===== config.mk =====
export PLATFORM = sky130hd
export DESIGN_NAME = retire_tracer
export DESIGN_NICKNAME = d
export VERILOG_FILES = /design/src/verilog/rv_instr_pkg.sv /design/src/verilog/trace_pkg.sv /design/src/verilog/retire_classifier.sv /design/src/verilog/class_event_counter.sv /design/src/verilog/trace_record_packer.sv /design/src/verilog/retire_tracer.sv
export VERILOG_INCLUDE_DIRS = /design/src /design/src/verilog
export SDC_FILE = /design/constraint.sdc
export NUM_CORES = 1
export LEC_CHECK = 0
export BUFFER_PORTS_ARGS = -buffer_cell sky130_fd_sc_hd__buf_2
export CAP_MARGIN = 10
export CORE_MARGIN = 1
export CORE_UTILIZATION = 38
export CTS_BUF_LIST = sky130_fd_sc_hd__clkbuf_2 sky130_fd_sc_hd__clkbuf_4 sky130_fd_sc_hd__clkbuf_8
export DETAILED_ROUTE_END_ITERATION = 10
export HOLD_SLACK_MARGIN = 0.15
export PLACE_DENSITY = 0.57
export SYNTH_ARGS = -nofsm -noshare
export SYNTH_HDL_FRONTEND = slang
export SYNTH_SLANG_ARGS = --single-unit

===== constraint.sdc =====
create_clock -name clk_i -period 3.22 [get_ports clk_i]
set_input_delay 0.483 -clock clk_i [delete_from_list [all_inputs] [get_ports clk_i]]
set_output_delay 0.483 -clock clk_i [all_outputs]
set_load 0.01 [all_outputs]

===== src/verilog/trace_cfg.svh =====
////////////////////////////////////////
// Build-time sizes of the retirement tracer
////////////////////////////////////////

`ifndef TRACE_CFG_SVH
`define TRACE_CFG_SVH

// Width of each per-class event counter
// 16 bits keeps saturation reachable in short runs
`define TRACE_CNT_WIDTH 16

// Width of the free-running cycle stamp
`define TRACE_CYCLE_WIDTH 32

// Number of instruction classes, matches instr_class_e
`define TRACE_NUM_CLASSES 10

`endif


===== src/verilog/rv_instr_pkg.sv =====
////////////////////////////////////////
// RV32IM encodings and instruction classes
////////////////////////////////////////

`default_nettype none

package rv_instr_pkg;

  ////////////////////////////////////////
  // Major opcodes
  ////////////////////////////////////////
  localparam logic [6:0] OPC_LUI     = 7'b0110111;
  localparam logic [6:0] OPC_AUIPC   = 7'b0010111;
  localparam logic [6:0] OPC_JAL     = 7'b1101111;
  localparam logic [6:0] OPC_JALR    = 7'b1100111;
  localparam logic [6:0] OPC_BRANCH  = 7'b1100011;
  localparam logic [6:0] OPC_LOAD    = 7'b0000011;
  localparam logic [6:0] OPC_STORE   = 7'b0100011;
  localparam logic [6:0] OPC_OPIMM   = 7'b0010011;
  localparam logic [6:0] OPC_OP      = 7'b0110011;
  localparam logic [6:0] OPC_SYSTEM  = 7'b1110011;
  localparam logic [6:0] OPC_MISCMEM = 7'b0001111;

  // funct7 field values
  localparam logic [6:0] FUNCT7_BASE   = 7'b0000000;
  localparam logic [6:0] FUNCT7_ALT    = 7'b0100000;
  localparam logic [6:0] FUNCT7_MULDIV = 7'b0000001;

  // funct3 values with extra encoding rules
  localparam logic [2:0] FUNCT3_ADD_SUB = 3'b000;
  localparam logic [2:0] FUNCT3_SLL     = 3'b001;
  localparam logic [2:0] FUNCT3_SRL_SRA = 3'b101;
  localparam logic [2:0] FUNCT3_PRIV    = 3'b000;
  localparam logic [2:0] FUNCT3_FENCE   = 3'b000;

  // Privileged words, fully encoded
  localparam logic [31:0] INSTR_ECALL  = 32'h0000_0073;
  localparam logic [31:0] INSTR_EBREAK = 32'h0010_0073;
  localparam logic [31:0] INSTR_MRET   = 32'h3020_0073;
  localparam logic [31:0] INSTR_DRET   = 32'h7b20_0073;
  localparam logic [31:0] INSTR_WFI    = 32'h1050_0073;

  ////////////////////////////////////////
  // Instruction classes, one counter each
  ////////////////////////////////////////
  typedef enum logic [3:0] {
    ALU     = 4'd0,
    UPPER   = 4'd1,
    JUMP    = 4'd2,
    BRANCH  = 4'd3,
    LOAD    = 4'd4,
    STORE   = 4'd5,
    CSR     = 4'd6,
    SYSTEM  = 4'd7,
    MULDIV  = 4'd8,
    INVALID = 4'd9
  } instr_class_e;

endpackage

`default_nettype wire


===== src/verilog/trace_pkg.sv =====
////////////////////////////////////////
// Trace-side types for records and counters
////////////////////////////////////////

`default_nettype none

`include "trace_cfg.svh"

package trace_pkg;

  // Architectural register index
  typedef logic [4:0] reg_idx_t;

  // Per-class retirement count
  typedef logic [`TRACE_CNT_WIDTH-1:0] event_cnt_t;

  // Cycle stamp attached to each record
  typedef logic [`TRACE_CYCLE_WIDTH-1:0] cycle_stamp_t;

endpackage

`default_nettype wire


===== src/verilog/retire_classifier.sv =====
////////////////////////////////////////
// Decodes each retired RV32IM instruction into
// its class and registers the trace fields
////////////////////////////////////////

`timescale 1ns/1ps
`default_nettype none

module retire_classifier
  import rv_instr_pkg::*;
  import trace_pkg::*;
(
  input  wire logic         clk_i,
  input  wire logic         rst_ni,
  input  wire logic         trace_en_i,
  input  wire logic         retire_valid_i,
  input  wire logic [31:0]  retire_pc_i,
  input  wire logic [31:0]  retire_instr_i,
  input  wire logic [31:0]  retire_rd_wdata_i,
  input  wire logic [31:0]  retire_mem_addr_i,
  input  wire logic [31:0]  retire_mem_wdata_i,
  input  wire logic [31:0]  retire_mem_rdata_i,
  output logic              cls_valid_o,
  output instr_class_e      cls_class_o,
  output logic [31:0]       cls_pc_o,
  output logic [31:0]       cls_instr_o,
  output reg_idx_t          cls_rd_o,
  output logic              cls_rd_we_o,
  output logic [31:0]       cls_rd_wdata_o,
  output logic              cls_mem_we_o,
  output logic [31:0]       cls_mem_addr_o,
  output logic [31:0]       cls_mem_data_o
);

  logic [6:0]   opcode;
  logic [2:0]   funct3;
  logic [6:0]   funct7;
  reg_idx_t     rd_field;
  instr_class_e instr_class;
  logic         writes_rd;
  logic         rd_we;
  logic         mem_we;
  logic [31:0]  mem_addr;
  logic [31:0]  mem_data;
  logic         capture;

  assign opcode   = retire_instr_i[6:0];
  assign funct3   = retire_instr_i[14:12];
  assign funct7   = retire_instr_i[31:25];
  assign rd_field = retire_instr_i[11:7];

  ////////////////////////////////////////
  // Class decode
  ////////////////////////////////////////
  // Every opcode constant ends in 2'b11, so other low bits fall to INVALID
  always_comb begin
    instr_class = INVALID;
    case (opcode)
      OPC_LUI,
      OPC_AUIPC: instr_class = UPPER;
      OPC_JAL:   instr_class = JUMP;
      OPC_JALR: begin
        if (funct3 == 3'b000) instr_class = JUMP;
      end
      OPC_BRANCH: begin
        if (funct3 != 3'b010 && funct3 != 3'b011) instr_class = BRANCH;
      end
      OPC_LOAD: begin
        // Sizes 3, 6 and 7 are not RV32I loads
        if (funct3 != 3'b011 && funct3 != 3'b110 && funct3 != 3'b111) instr_class = LOAD;
      end
      OPC_STORE: begin
        if (!funct3[2] && funct3[1:0] != 2'b11) instr_class = STORE;
      end
      OPC_OPIMM: begin
        if (funct3 == FUNCT3_SLL) begin
          if (funct7 == FUNCT7_BASE) instr_class = ALU;
        end else if (funct3 == FUNCT3_SRL_SRA) begin
          if (funct7 == FUNCT7_BASE || funct7 == FUNCT7_ALT) instr_class = ALU;
        end else begin
          instr_class = ALU;
        end
      end
      OPC_OP: begin
        if (funct7 == FUNCT7_MULDIV) begin
          instr_class = MULDIV;
        end else if (funct7 == FUNCT7_BASE) begin
          instr_class = ALU;
        end else if (funct7 == FUNCT7_ALT &&
                     (funct3 == FUNCT3_ADD_SUB || funct3 == FUNCT3_SRL_SRA)) begin
          instr_class = ALU;
        end
      end
      OPC_SYSTEM: begin
        if (funct3 == FUNCT3_PRIV) begin
          if (retire_instr_i == INSTR_ECALL || retire_instr_i == INSTR_EBREAK ||
              retire_instr_i == INSTR_MRET  || retire_instr_i == INSTR_DRET   ||
              retire_instr_i == INSTR_WFI) begin
            instr_class = SYSTEM;
          end
        end else if (funct3 != 3'b100) begin
          instr_class = CSR;
        end
      end
      OPC_MISCMEM: begin
        if (funct3 == FUNCT3_FENCE) instr_class = SYSTEM;
      end
      default: instr_class = INVALID;
    endcase
  end

  // Register write-back and memory fields
  always_comb begin
    writes_rd = instr_class inside {ALU, UPPER, JUMP, LOAD, CSR, MULDIV};
    rd_we     = writes_rd && (rd_field != 5'd0);
    mem_we    = (instr_class == STORE);
    mem_addr  = '0;
    mem_data  = '0;
    if (instr_class == LOAD) begin
      mem_addr = retire_mem_addr_i;
      mem_data = retire_mem_rdata_i;
    end else if (instr_class == STORE) begin
      mem_addr = retire_mem_addr_i;
      mem_data = retire_mem_wdata_i;
    end
  end

  assign capture = retire_valid_i & trace_en_i;

  always_ff @(posedge clk_i or negedge rst_ni) begin
    if (!rst_ni) begin
      cls_valid_o <= 1'b0;
    end else begin
      cls_valid_o <= capture;
    end
  end

  // Payload only moves with a strobe
  always_ff @(posedge clk_i) begin
    if (capture) begin
      cls_class_o    <= instr_class;
      cls_pc_o       <= retire_pc_i;
      cls_instr_o    <= retire_instr_i;
      cls_rd_o       <= rd_we ? rd_field : 5'd0;
      cls_rd_we_o    <= rd_we;
      cls_rd_wdata_o <= rd_we ? retire_rd_wdata_i : 32'd0;
      cls_mem_we_o   <= mem_we;
      cls_mem_addr_o <= mem_addr;
      cls_mem_data_o <= mem_data;
    end
  end

  // No classified strobe without a retirement one cycle earlier
  a_valid_follows_retire : assert property (@(posedge clk_i) disable iff (!rst_ni)
    !retire_valid_i |=> !cls_valid_o);

  a_rd_we_nonzero : assert property (@(posedge clk_i) disable iff (!rst_ni)
    (cls_valid_o && cls_rd_we_o) |-> (cls_rd_o != 5'd0));

endmodule

`default_nettype wire


===== src/verilog/class_event_counter.sv =====
////////////////////////////////////////
// Saturating retirement counter for one class
////////////////////////////////////////

`timescale 1ns/1ps
`default_nettype none

module class_event_counter
  import trace_pkg::*;
(
  input  wire logic clk_i,
  input  wire logic rst_ni,
  input  wire logic hit_i,
  output event_cnt_t count_o
);

  event_cnt_t count_q;
  logic       at_max;

  // Hold at all-ones rather than wrap
  assign at_max = &count_q;

  always_ff @(posedge clk_i or negedge rst_ni) begin
    if (!rst_ni) begin
      count_q <= '0;
    end else if (hit_i && !at_max) begin
      count_q <= count_q + 1'b1;
    end
  end

  assign count_o = count_q;

  // Monotonic between resets, including at saturation
  a_count_monotonic : assert property (@(posedge clk_i) disable iff (!rst_ni)
    count_q >= $past(count_q));

endmodule

`default_nettype wire


===== src/verilog/trace_record_packer.sv =====
////////////////////////////////////////
// Stamps classified retirements with the cycle
// count and registers the outgoing trace record
////////////////////////////////////////

`timescale 1ns/1ps
`default_nettype none

module trace_record_packer
  import rv_instr_pkg::*;
  import trace_pkg::*;
(
  input  wire logic         clk_i,
  input  wire logic         rst_ni,
  input  wire logic         cls_valid_i,
  input  instr_class_e      cls_class_i,
  input  wire logic [31:0]  cls_pc_i,
  input  wire logic [31:0]  cls_instr_i,
  input  reg_idx_t          cls_rd_i,
  input  wire logic         cls_rd_we_i,
  input  wire logic [31:0]  cls_rd_wdata_i,
  input  wire logic         cls_mem_we_i,
  input  wire logic [31:0]  cls_mem_addr_i,
  input  wire logic [31:0]  cls_mem_data_i,
  output logic              rec_valid_o,
  output logic [31:0]       rec_pc_o,
  output logic [31:0]       rec_instr_o,
  output instr_class_e      rec_class_o,
  output reg_idx_t          rec_rd_o,
  output logic              rec_rd_we_o,
  output logic [31:0]       rec_rd_wdata_o,
  output logic              rec_mem_we_o,
  output logic [31:0]       rec_mem_addr_o,
  output logic [31:0]       rec_mem_data_o,
  output cycle_stamp_t      rec_cycle_o
);

  cycle_stamp_t cycle_q;

  ////////////////////////////////////////
  // Free-running cycle stamp
  ////////////////////////////////////////
  always_ff @(posedge clk_i or negedge rst_ni) begin
    if (!rst_ni) begin
      cycle_q <= '0;
    end else begin
      cycle_q <= cycle_q + 1'b1;
    end
  end

  // Record register, stamp is the count seen at the capturing edge
  always_ff @(posedge clk_i or negedge rst_ni) begin
    if (!rst_ni) begin
      rec_valid_o    <= 1'b0;
      rec_pc_o       <= '0;
      rec_instr_o    <= '0;
      rec_class_o    <= ALU;
      rec_rd_o       <= '0;
      rec_rd_we_o    <= 1'b0;
      rec_rd_wdata_o <= '0;
      rec_mem_we_o   <= 1'b0;
      rec_mem_addr_o <= '0;
      rec_mem_data_o <= '0;
      rec_cycle_o    <= '0;
    end else begin
      rec_valid_o <= cls_valid_i;
      if (cls_valid_i) begin
        rec_pc_o       <= cls_pc_i;
        rec_instr_o    <= cls_instr_i;
        rec_class_o    <= cls_class_i;
        rec_rd_o       <= cls_rd_i;
        rec_rd_we_o    <= cls_rd_we_i;
        rec_rd_wdata_o <= cls_rd_wdata_i;
        rec_mem_we_o   <= cls_mem_we_i;
        rec_mem_addr_o <= cls_mem_addr_i;
        rec_mem_data_o <= cls_mem_data_i;
        rec_cycle_o    <= cycle_q;
      end
    end
  end

  // A published record is fully defined back to the retirement port
  a_record_known : assert property (@(posedge clk_i) disable iff (!rst_ni)
    rec_valid_o |-> !$isunknown({rec_pc_o, rec_instr_o, rec_class_o, rec_rd_o,
                                 rec_rd_we_o, rec_rd_wdata_o, rec_mem_we_o,
                                 rec_mem_addr_o, rec_mem_data_o, rec_cycle_o}));

endmodule

`default_nettype wire


===== src/verilog/retire_tracer.sv =====
////////////////////////////////////////
// Retirement monitor top with class counters
// and a trace record output
////////////////////////////////////////

`timescale 1ns/1ps
`default_nettype none

`include "trace_cfg.svh"

module retire_tracer
  import rv_instr_pkg::*;
  import trace_pkg::*;
(
  input  wire logic         clk_i,
  input  wire logic         rst_ni,
  input  wire logic         trace_en_i,
  input  wire logic         retire_valid_i,
  input  wire logic [31:0]  retire_pc_i,
  input  wire logic [31:0]  retire_instr_i,
  input  wire logic [31:0]  retire_rd_wdata_i,
  input  wire logic [31:0]  retire_mem_addr_i,
  input  wire logic [31:0]  retire_mem_wdata_i,
  input  wire logic [31:0]  retire_mem_rdata_i,
  input  wire logic [3:0]   cnt_sel_i,
  output event_cnt_t        cnt_o,
  output logic              rec_valid_o,
  output logic [31:0]       rec_pc_o,
  output logic [31:0]       rec_instr_o,
  output instr_class_e      rec_class_o,
  output reg_idx_t          rec_rd_o,
  output logic              rec_rd_we_o,
  output logic [31:0]       rec_rd_wdata_o,
  output logic              rec_mem_we_o,
  output logic [31:0]       rec_mem_addr_o,
  output logic [31:0]       rec_mem_data_o,
  output cycle_stamp_t      rec_cycle_o
);

  logic         cls_valid;
  instr_class_e cls_class;
  logic [31:0]  cls_pc;
  logic [31:0]  cls_instr;
  reg_idx_t     cls_rd;
  logic         cls_rd_we;
  logic [31:0]  cls_rd_wdata;
  logic         cls_mem_we;
  logic [31:0]  cls_mem_addr;
  logic [31:0]  cls_mem_data;

  logic [`TRACE_NUM_CLASSES-1:0] class_hit;
  event_cnt_t                    class_cnt [`TRACE_NUM_CLASSES];

  retire_classifier u_classifier (
    .clk_i,
    .rst_ni,
    .trace_en_i,
    .retire_valid_i,
    .retire_pc_i,
    .retire_instr_i,
    .retire_rd_wdata_i,
    .retire_mem_addr_i,
    .retire_mem_wdata_i,
    .retire_mem_rdata_i,
    .cls_valid_o    (cls_valid),
    .cls_class_o    (cls_class),
    .cls_pc_o       (cls_pc),
    .cls_instr_o    (cls_instr),
    .cls_rd_o       (cls_rd),
    .cls_rd_we_o    (cls_rd_we),
    .cls_rd_wdata_o (cls_rd_wdata),
    .cls_mem_we_o   (cls_mem_we),
    .cls_mem_addr_o (cls_mem_addr),
    .cls_mem_data_o (cls_mem_data)
  );

  ////////////////////////////////////////
  // One hit strobe and counter per class
  ////////////////////////////////////////
  for (genvar k = 0; k < `TRACE_NUM_CLASSES; k++) begin : g_class_cnt
    localparam logic [3:0] CLASS_IDX = 4'(k);

    assign class_hit[k] = cls_valid && (cls_class == instr_class_e'(CLASS_IDX));

    class_event_counter u_counter (
      .clk_i,
      .rst_ni,
      .hit_i   (class_hit[k]),
      .count_o (class_cnt[k])
    );
  end

  // Readout, out-of-range selections read zero
  always_comb begin
    cnt_o = '0;
    if (cnt_sel_i < 4'(`TRACE_NUM_CLASSES)) begin
      cnt_o = class_cnt[cnt_sel_i];
    end
  end

  trace_record_packer u_packer (
    .clk_i,
    .rst_ni,
    .cls_valid_i    (cls_valid),
    .cls_class_i    (cls_class),
    .cls_pc_i       (cls_pc),
    .cls_instr_i    (cls_instr),
    .cls_rd_i       (cls_rd),
    .cls_rd_we_i    (cls_rd_we),
    .cls_rd_wdata_i (cls_rd_wdata),
    .cls_mem_we_i   (cls_mem_we),
    .cls_mem_addr_i (cls_mem_addr),
    .cls_mem_data_i (cls_mem_data),
    .rec_valid_o,
    .rec_pc_o,
    .rec_instr_o,
    .rec_class_o,
    .rec_rd_o,
    .rec_rd_we_o,
    .rec_rd_wdata_o,
    .rec_mem_we_o,
    .rec_mem_addr_o,
    .rec_mem_data_o,
    .rec_cycle_o
  );

endmodule

`default_nettype wire


==> results of run 1 <==
[state kept, by name, indices dropped and copies added, names as in the netlist]
name / cells
u_packer.rec_rd_o: 5
u_packer.rec_mem_we_o: 1
u_classifier.cls_rd_o: 5
u_classifier.cls_mem_data_o: 32
u_packer.rec_pc_o: 32
u_packer.rec_rd_wdata_o: 32
u_packer.rec_mem_addr_o: 32
u_classifier.cls_mem_we_o: 1
u_packer.cycle_q: 32
u_packer.rec_rd_we_o: 1
u_classifier.cls_pc_o: 32
u_classifier.cls_instr_o: 32
u_classifier.cls_class_o: 4
u_classifier.cls_mem_addr_o: 32
u_classifier.cls_rd_wdata_o: 32
u_classifier.cls_valid_o: 1
u_packer.rec_cycle_o: 32
u_classifier.cls_rd_we_o: 1
u_packer.rec_valid_o: 1
u_packer.rec_instr_o: 32
u_packer.rec_mem_data_o: 32
u_packer.rec_class_o: 4
g_class_cnt.u_counter.count_o: 160
[critical path: stages]
cell and delay (ns):
dlygate4sd3_1 0.54, buf_2 0.15, or4_4 0.55, a2111oi_4 0.34, nor3_1 0.09, or4_1 0.47, or4_4 0.57, buf_12 0.20
a21boi_0 0.19
[where the power goes]
group	total [mW]	internal (mW)	switching [mW]
clock network	7.12	4.05	3.06
registers	8.38	8.02	0.366
logic	1.97	0.946	1.03
[cell type report]
cell class                 count  share of cell area
clock inverter                16             0.00512
inverter                      11             0.00132
tap                          837              0.0335
timing repair buffer         635               0.139
antenna                        5            0.000400
sequential                   568               0.482
multi-input combinational   1071               0.275
clock buffer                 166              0.0644
[layout by cell type (no fill, tap or decap), drive strengths merged, types with 11 or more instances in the layout]
cell type / instances
a22o: 32
xor2: 53
nand2: 146
mux4: 32
and4: 19
inv: 16
and3: 31
edfxtp: 171
and2: 43
mux2: 228
xnor2: 124
buf: 447
clkbuf: 166
nor2: 56
nand4: 55
nor3: 22
dlygate4sd3: 188
nand3: 66
ha: 11
a221oi: 16
dfrtp: 397
a21oi: 54
[timing repair]
item,in CTS,in global routing
endpoints found under the setup margin,0,0
gates resized for setup,0,0
endpoints found under the hold margin,237,0
hold buffers,188,0
[how the worst min path moves through the flow]
stage | from | to | slack, ns | cells after the start
floorplan | rst_ni | g_class_cnt[0].u_counter.count_o[0] | 0.19 | 0
global placement | u_classifier.cls_mem_data_o[22] | u_packer.rec_mem_data_o[22] | 0.46 | 1
detailed placement | u_classifier.cls_rd_wdata_o[24] | u_packer.rec_rd_wdata_o[24] | 0.46 | 1
CTS | retire_mem_wdata_i[5] | u_classifier.cls_mem_data_o[5] | 0.18 | 2
global route | retire_mem_rdata_i[8] | u_classifier.cls_mem_data_o[8] | 0.18 | 2
finish | retire_mem_rdata_i[8] | u_classifier.cls_mem_data_o[8] | 0.23 | 2
[per-layer routing]
layer  GRT usage  wire length, microns  vias up
li1            -                     -     7643
met1       0.253                 26500     8293
met2       0.331                 31300      476
met3      0.0652                  4810      137
met4      0.0826                  2280        6
met5           0                    36        -
[per-stage QoR]
step	worst slack, ns	total power, mW	area (sq um)
detailed placement	0.0157	10.3	27200
floorplan	0.173	9.33	24000
global placement	0.0627	10.3	27200
global route	0.00924	18.2	31300
CTS	0.248	17.7	31300
finish	0.139	17.5	31300
[cells by family (layout without fill, tap and decap cells)]
kind of cell | Yosys count | in the layout | share of synthesized area
AO/OA/AOI/OAI | 139 | 139 | 0.0449
XOR/XNOR | 177 | 177 | 0.0646
adder cells (fa/ha/maj) | 11 | 11 | 0.00574
buffers and inverters | 84 | 828 | 0.0145
flip-flops | 568 | 568 | 0.628
multiplexers | 262 | 262 | 0.138
other | 0 | 5 | 0
AND/OR/NAND/NOR | 482 | 482 | 0.104
==> out/qor.csv, run 1 <==
metric,value,unit
synth_top_area_cell,dfrtp_1,
period_share,0.957,
power_density,558,mW/mm^2
vias,16600,
final_max_slew_viol_count,0,
fillers,5382,
yosysWarnings,0,
antenna_found_initial,9,
multiInputGateArea,0.00859,sq mm
cts_max_level,3,
cts_buffers,98,
relSlewSlack,0.345,
synthFlopType,dfrtp_1,
end_kind,register,
crit_path_end,u_classifier.cls_rd_we_o,
grt.total_usage,0.205,
required,3.74,ns
startpoint,retire_instr_i[27],
fmax,325,MHz
synthTopCellsByArea,"dfrtp_1 (41%), edfxtp_1 (21%), mux2_2 (11%), xnor2_1 (4.5%), mux4_2 (3.0%)",
grt_max_degree,159,
grt_pass1_wl,101000,microns
synth_nets,1934,
via_per_inst,5.00,
start_util,0.386,
rrSetupSlack,0.54,ns
cts_root_buffer,clkbuf_8,
max_cap_viol_count,0,
synth_async_sr_flop_share,0.699,
place_hpwl,45000,microns
grt_pass1_vias,17500,
worstRegToRegCells,6,
drc,0,
nets,2596,
clk_latency,0.71,ns
register_area,0.0151,sq mm
r2r-start,u_classifier.cls_class_o[3],
postRouteAntennaNets,0,
fin_tns_setup,0,ns
fin_util,0.504,
worstPathArrival,3.60,ns
final-hold-violation-count,0,
post-synth-top-count-cell,dfrtp_1,
overflow,0,
area_delta_synth_final,30.5,%
status,completed,
core,0.0621,sq mm
setup_viol,0,
ys_seq_area_frac,0.628,
avgSynthCellArea,13.9,sq um
wl_per_cell,19.6,microns
worst-setup-path-type,input port to register,
drt-total-wl,64900,microns
finalClockSkew,0.0455,ns
peakVddDrop,444,uV
ys_ff_latch,568,
max-clock-path-buffers,3,
cts_tree,done,
hold_slack,0.233,ns
detail_route.iter0.violations,902,
die_w,253,microns
hold_path.class,input port to register,
ys_types,58,
synth_edf_count,171,
io_buffers,419,
dp_cells,2934,
cellLeakagePower,13.3,nW
dieArea,0.0641,sq mm
syn_inst,1723,
layout-drive-gt1-share,0.374,
critPathMaxFanout,38,
yosys.area.top_type_share,0.414,
cts_setup_buffers,0,
ioPinCount,420,
drt_pass1_iterations,5,
netlist_area,0.0240,sq mm
worst_pin_slew,0.983,ns
critPathLaunchType,input port,
post-route-min-period,3.08,ns
rsz0062_at_grt,no,
synthTopCellsByCount,"dfrtp_1 (397), mux2_2 (228), edfxtp_1 (171), nand2_1 (146), xnor2_1 (124)",
rr_endpoint,g_class_cnt[0].u_counter.count_o[15],
clk_pin_slew_worst_paths,0.06,ns
fp-row-count,91,
dieHeight,253,microns
stdcell_count,3309,
gp_congestion,0.858,
cts_sinks,568,
Note: power is estimated with default switching activity, not from simulation.
==> inputs of run 2 (changes only) <==
--- a/config.mk
+++ b/config.mk
@@ -11,6 +11,7 @@
 export CORE_MARGIN = 1
 export CORE_UTILIZATION = 38
 export CTS_BUF_LIST = sky130_fd_sc_hd__clkbuf_2 sky130_fd_sc_hd__clkbuf_4 sky130_fd_sc_hd__clkbuf_8
+export CTS_CLUSTER_SIZE = 28
 export DETAILED_ROUTE_END_ITERATION = 10
 export HOLD_SLACK_MARGIN = 0.15
 export PLACE_DENSITY = 0.57
==> constraint.sdc (replaced) <==
create_clock -name clk_i -period 3.3 [get_ports clk_i]
set_input_delay 0.495 -clock clk_i [delete_from_list [all_inputs] [get_ports clk_i]]
set_output_delay 0.495 -clock clk_i [all_outputs]
set_load 0.01 [all_outputs]
==> run 2 against run 1 <==
  * Sequential share of layout area about the same
  * Critical endpoint is now u_classifier.cls_rd_o[2]
  * Combinational power down 3%
  * Utilization about the same
  * Highest routed layer unchanged
  * Count of clock-buffer cells in the layout down 2
  * Largest cell class unchanged
==> out/qor.csv, run 2 (synthesis results as in run 1) <==
metric,value,unit
status,completed,
rrSetupSlack,0.50,ns
start_util,0.386,
critPathMaxFanout,38,
hold_end,u_classifier.cls_mem_data_o[5],
stdcell_count,3312,
max_cap_viol_count,0,
ioPinCount,420,
required,3.82,ns
worstHoldStart,retire_mem_rdata_i[5],
cts_max_level,3,
grt_pass1_wl,102000,microns
met3_length,4900,microns
setup_viol,0,
final-hold-violation-count,0,
cts_sinks,568,
clk_pin_slew_worst_paths,0.06,ns
final_cell_mix,"buf_2 (418), dfrtp_1 (396), mux2_2 (228)",
detail_route.iter0.violations,1018,
max-clock-path-buffers,3,
antenna_found_initial,8,
end_kind,register,
r2r-start,u_classifier.cls_class_o[2],
rsz0062_at_grt,no,
largest_register_ffs,160,
power_density,540,mW/mm^2
crit_slowest_cell,or4_4,
postRouteAntennaNets,0,
final_max_slew_viol_count,0,
overflow,0,
final_common_cell,buf_2,
drt_pass1_iterations,5,
hold_path.class,input port to register,
cts_root_buffer,clkbuf_8,
nets,2602,
crit_chain,dlygate4sd3_1 -> buf_2 -> or4_4 -> a2111oi_4 -> nor3_1 -> or4_1 -> or4_4 -> buf_12 -> a21boi_0,
area_delta_synth_final,30.4,%
gp_congestion,0.861,
cts_setup_buffers,0,
max_stage_delay,0.57,ns
via_per_inst,5.00,
worst_pin_slew,1.02,ns
wl_per_cell,19.7,microns
grt_max_degree,159,
drc,0,
io_buffers,419,
place_hpwl,45300,microns
dieArea,0.0641,sq mm
cts_buffers,97,
critPathLaunchType,input port,
fp-row-count,91,
fin_tns_setup,0,ns
peakVddDrop,396,uV
vias,16600,
core,0.0621,sq mm
worstPathArrival,3.66,ns
relSlewSlack,0.317,
fmax,319,MHz
grt_pass1_vias,17700,
die_w,253,microns
worst-setup-path-type,input port to register,
met1_length,26500,microns
cellLeakagePower,13.3,nW
clk_latency,0.69,ns
wl_met2,31700,microns
finalClockSkew,0.0376,ns
dieHeight,253,microns
drt-total-wl,65200,microns
hold_path_depth,2,
path_common_cell,or4_4,
period_share,0.951,
layout-drive-gt1-share,0.374,
dp_cells,2939,
post-route-min-period,3.14,ns
fin_util,0.504,
maxUsedRoutingLayer,met5,
cts_tree,done,
worstRegToRegCells,6,
rr_endpoint,g_class_cnt[0].u_counter.count_o[15],
grt.total_usage,0.206,
## run 2: cell types whose count changed in the layout (fill, tap and decap cells not counted), moves of 2 or more
cell / delta
inv_12: -2
clkbuf_4: +6
dlygate4sd3_1: +2
buf_4: +6
clkbuf_8: -8
## run 2: cell type report
| type | count | area, sq um |
|---|---|---|
| clock buffers | 164 | 1950 |
| well taps | 837 | 1050 |
| fillers | 5405 | 30800 |
| diodes | 5 | 12.5 |
| inverters | 11 | 41.3 |
| repair buffers | 642 | 4390 |
| multi-input cells | 1071 | 8590 |
| clock inverters | 14 | 151 |
| flip-flops and latches | 568 | 15100 |
## run 2: metrics by stage
step	total power [mW]	hold slack, ns	worst slack, ns	cell area, sq um
6_report	16.9	0.261	0.162	31300
5_1_grt	17.6	0.200	0.112	31300
4_1_cts	17.1	0.154	0.281	31200
3_5_place_dp	10.1	0.451	0.0618	27200
3_3_place_gp	10.1	0.455	0.134	27200
2_1_floorplan	9.10	0.199	0.241	24000
## run 2: power breakdown
part           leakage (nW)  internal, mW  total, mW  switching [mW]
combinational          5.68         0.928       1.92           0.996
sequential             6.46          7.82       8.19           0.369
clock                  1.13          3.82       6.76            2.94
## run 2: worst max path at each step
stage,from,cells after the start,endpoint
after floorplan,retire_valid_i,1,u_classifier.cls_class_o[0]
after global placement,retire_instr_i[26],8,u_classifier.cls_rd_o[1]
after global routing,retire_instr_i[27],9,u_classifier.cls_rd_o[2]
after CTS,retire_instr_i[26],9,u_classifier.cls_rd_o[2]
final,retire_instr_i[27],9,u_classifier.cls_rd_o[2]
after detailed placement,retire_instr_i[26],8,u_classifier.cls_rd_o[2]
## run 2: repair_timing
action | in CTS | in global routing
gates resized for setup | 0 | 0
hold endpoints to repair | 240 | 1
hold buffers | 189 | 1
## run 2: critical path: cells and delay by family
family / cells / cell delay (ns)
simple gates: 4 / 1.67
buf+inv: 3 / 0.90
compound gates: 2 / 0.56
## run 2: routing by layer
layer,vias to the layer above,GRT usage
met5,-,0
met3,125,0.0706
li1,7629,-
met1,8352,0.250
met2,456,0.342
met4,6,0.0732
==> inputs of run 3 (changes only) <==
==> constraint.sdc (replaced) <==
create_clock -name clk_i -period 3.3 [get_ports clk_i]
set_input_delay 0.33 -clock clk_i [delete_from_list [all_inputs] [get_ports clk_i]]
set_output_delay 0.33 -clock clk_i [all_outputs]
set_load 0.01 [all_outputs]
==> run 3 against run 2 <==
  * Routed wire length shrank 0.73%
  * Worst setup slack better by 0.0063 ns
  * Register-to-register slack better by 0.09 ns
  * Fmax grew 0.20%
  * Cell count increased by 0.15%
  * Power grew 2.2%
  * Sequential share of layout area down 0.14 points
  * Global-route usage fell by 0.17 points
  * Clock power is 6.1% higher
  * Utilization is 0.15 points higher
  * Via count increased by 0.27%
  * Largest power group unchanged
  * Highest routed layer unchanged
==> out/qor.csv, run 3 (synthesis results as in run 1) <==
metric,value,unit
finalClockSkew,0.0517,ns
r2r-start,u_classifier.cls_class_o[3],
fmax,319,MHz
dieHeight,253,microns
dp_cells,2932,
worst_pin_slew,0.916,ns
clkPwrFrac,0.415,
rrSetupSlack,0.59,ns
vias,16600,
max_cap_viol_count,0,
final_common_cell,buf_2,
grt_pass1_vias,17600,
stdcell_count,3317,
place_hpwl,44800,microns
rr_endpoint,g_class_cnt[0].u_counter.count_o[9],
worstRegToRegCells,6,
max_stage_delay,0.72,ns
crit_slowest_cell,or4_4,
placed_area,0.0271,sq mm
grt_pass1_wl,101000,microns
cts_resized,0,
drt_pass1_iterations,5,
seq_power_share,0.474,
fin_util,0.505,
start_util,0.386,
p_sw_frac,0.251,
ioPinCount,420,
gp_congestion,0.880,
cellInternalPower,12.9,mW
antenna_found_initial,11,
final_max_slew_viol_count,0,
wl_per_cell,19.5,microns
cts_max_level,3,
clk_pin_slew_worst_paths,0.07,ns
grt.total_usage,0.205,
cts_buffers,100,
cts_sinks,568,
setup_viol,0,
io_buffers,419,
worstPathArrival,3.66,ns
cts_tree,done,
critPathLaunchType,input port,
drc,0,
period_share,0.949,
postRouteAntennaNets,0,
p_sw,4.33,mW
area_delta_synth_final,30.8,%
nets,2602,
overflow,0,
peakVddDrop,424,uV
cts_root_buffer,clkbuf_8,
combPwrFrac,0.111,
final-hold-violation-count,0,
core,0.0621,sq mm
crit_family,compound AO/OA/AOI/OAI gates,
relSlewSlack,0.389,
max-clock-path-buffers,3,
power_density,550,mW/mm^2
clk_latency,0.72,ns
worst-setup-path-type,input port to register,
post-route-min-period,3.13,ns
fp-row-count,91,
status,completed,
detail_route.iter0.violations,848,
final_cell_mix,"buf_2 (418), dfrtp_1 (396), mux2_2 (228)",
largest_register_ffs,160,
crit_buf_inv,2,
path_common_cell,or4_4,
cellLeakagePower,13.3,nW
layout-drive-gt1-share,0.375,
critPathMaxFanout,38,
dieArea,0.0641,sq mm
rsz0062_at_grt,no,
die_w,253,microns
hold_slack,0.211,ns
via_per_inst,5.01,
grt_max_degree,136,
hold_path.class,input port to asynchronous set/reset pin,
crit_chain,dlygate4sd3_1 -> buf_2 -> or4_4 -> a211o_1 -> a2111oi_2 -> o211ai_1 -> or4_4 -> a21boi_0,
drt-total-wl,64800,microns
stdcell_area,0.0314,sq mm
required,3.83,ns
end_kind,register,
fin_tns_setup,0,ns
run 3: cell types whose count changed in the layout (fill, tap and decap cells not counted):
| cell | change |
|---|---|
| clkbuf_8 | +12 |
| clkbuf_4 | -7 |
| buf_12 | -4 |
| clkinv_2 | +4 |
| dlygate4sd3_1 | +4 |
| buf_4 | -3 |
| bufinv_16 | +2 |
| clkinv_1 | -2 |
| clkinv_8 | -1 |
| clkinvlp_4 | +1 |
| inv_16 | -1 |
run 3: worst register-to-register path: stages, from the launching register on:
cell and delay [ns]:
edfxtp_1 0.53, or3b_2 0.58, nor3_1 0.36, o31a_1 0.44, nand4_1 0.28, nor2_1 0.20, xor2_1 0.20
run 3: through the flow:
step / setup WS [ns] / power, mW
global route: 0.153 / 18.0
floorplan: 0.406 / 9.10
CTS: 0.296 / 17.5
finish: 0.169 / 17.3
detailed placement: 0.0704 / 10.1
global placement: 0.155 / 10.0
run 3: worst max path at each step:
stage | startpoint | endpoint | slack [ns] | cells past startpoint
after floorplan | retire_valid_i | u_classifier.cls_class_o[0] | 0.41 | 1
after global placement | retire_instr_i[26] | u_classifier.cls_rd_o[1] | 0.16 | 7
after detailed placement | retire_instr_i[26] | u_classifier.cls_rd_o[1] | 0.07 | 7
after CTS | retire_instr_i[26] | u_classifier.cls_rd_o[1] | 0.30 | 8
after global routing | retire_instr_i[26] | u_classifier.cls_rd_o[0] | 0.15 | 8
final | retire_instr_i[26] | u_classifier.cls_rd_o[1] | 0.17 | 8
run 3: what timing repair did:
| action | CTS | global route |
|---|---|---|
| hold buffers | 194 | 0 |
| endpoints found under the hold margin | 485 | 0 |
| endpoints found under the setup margin | 0 | 0 |
| setup buffers | 0 | 0 |
run 3: per-layer routing:
| layer | vias up | GRT usage | routed length (microns) |
|---|---|---|---|
| met5 | - | 0 | 67 |
| met4 | 10 | 0.0710 | 1850 |
| met3 | 133 | 0.0655 | 4720 |
| met2 | 501 | 0.336 | 31400 |
| met1 | 8335 | 0.254 | 26700 |
| li1 | 7634 | - | - |
run 3: power by group through the flow:
| stage | sequential, mW | clock, mW | combinational [mW] |
|---|---|---|---|
| after floorplan | 8.38 | 0 | 0.722 |
| after global placement | 8.28 | 0 | 1.75 |
| after detailed placement | 8.30 | 0 | 1.78 |
| after CTS | 8.18 | 7.37 | 1.94 |
| after global routing | 8.26 | 7.67 | 2.07 |
| final | 8.18 | 7.17 | 1.91 |
run 3: cell type report:
| class | count | area (sq um) |
|---|---|---|
| diodes | 5 | 12.5 |
| clock buffers | 169 | 2060 |
| clock inverters | 17 | 195 |
| fillers | 5408 | 30700 |
| inverters | 11 | 41.3 |
| multi-input cells | 1071 | 8590 |
| flip-flops and latches | 568 | 15100 |
| well taps | 837 | 1050 |
| repair buffers | 639 | 4330 |
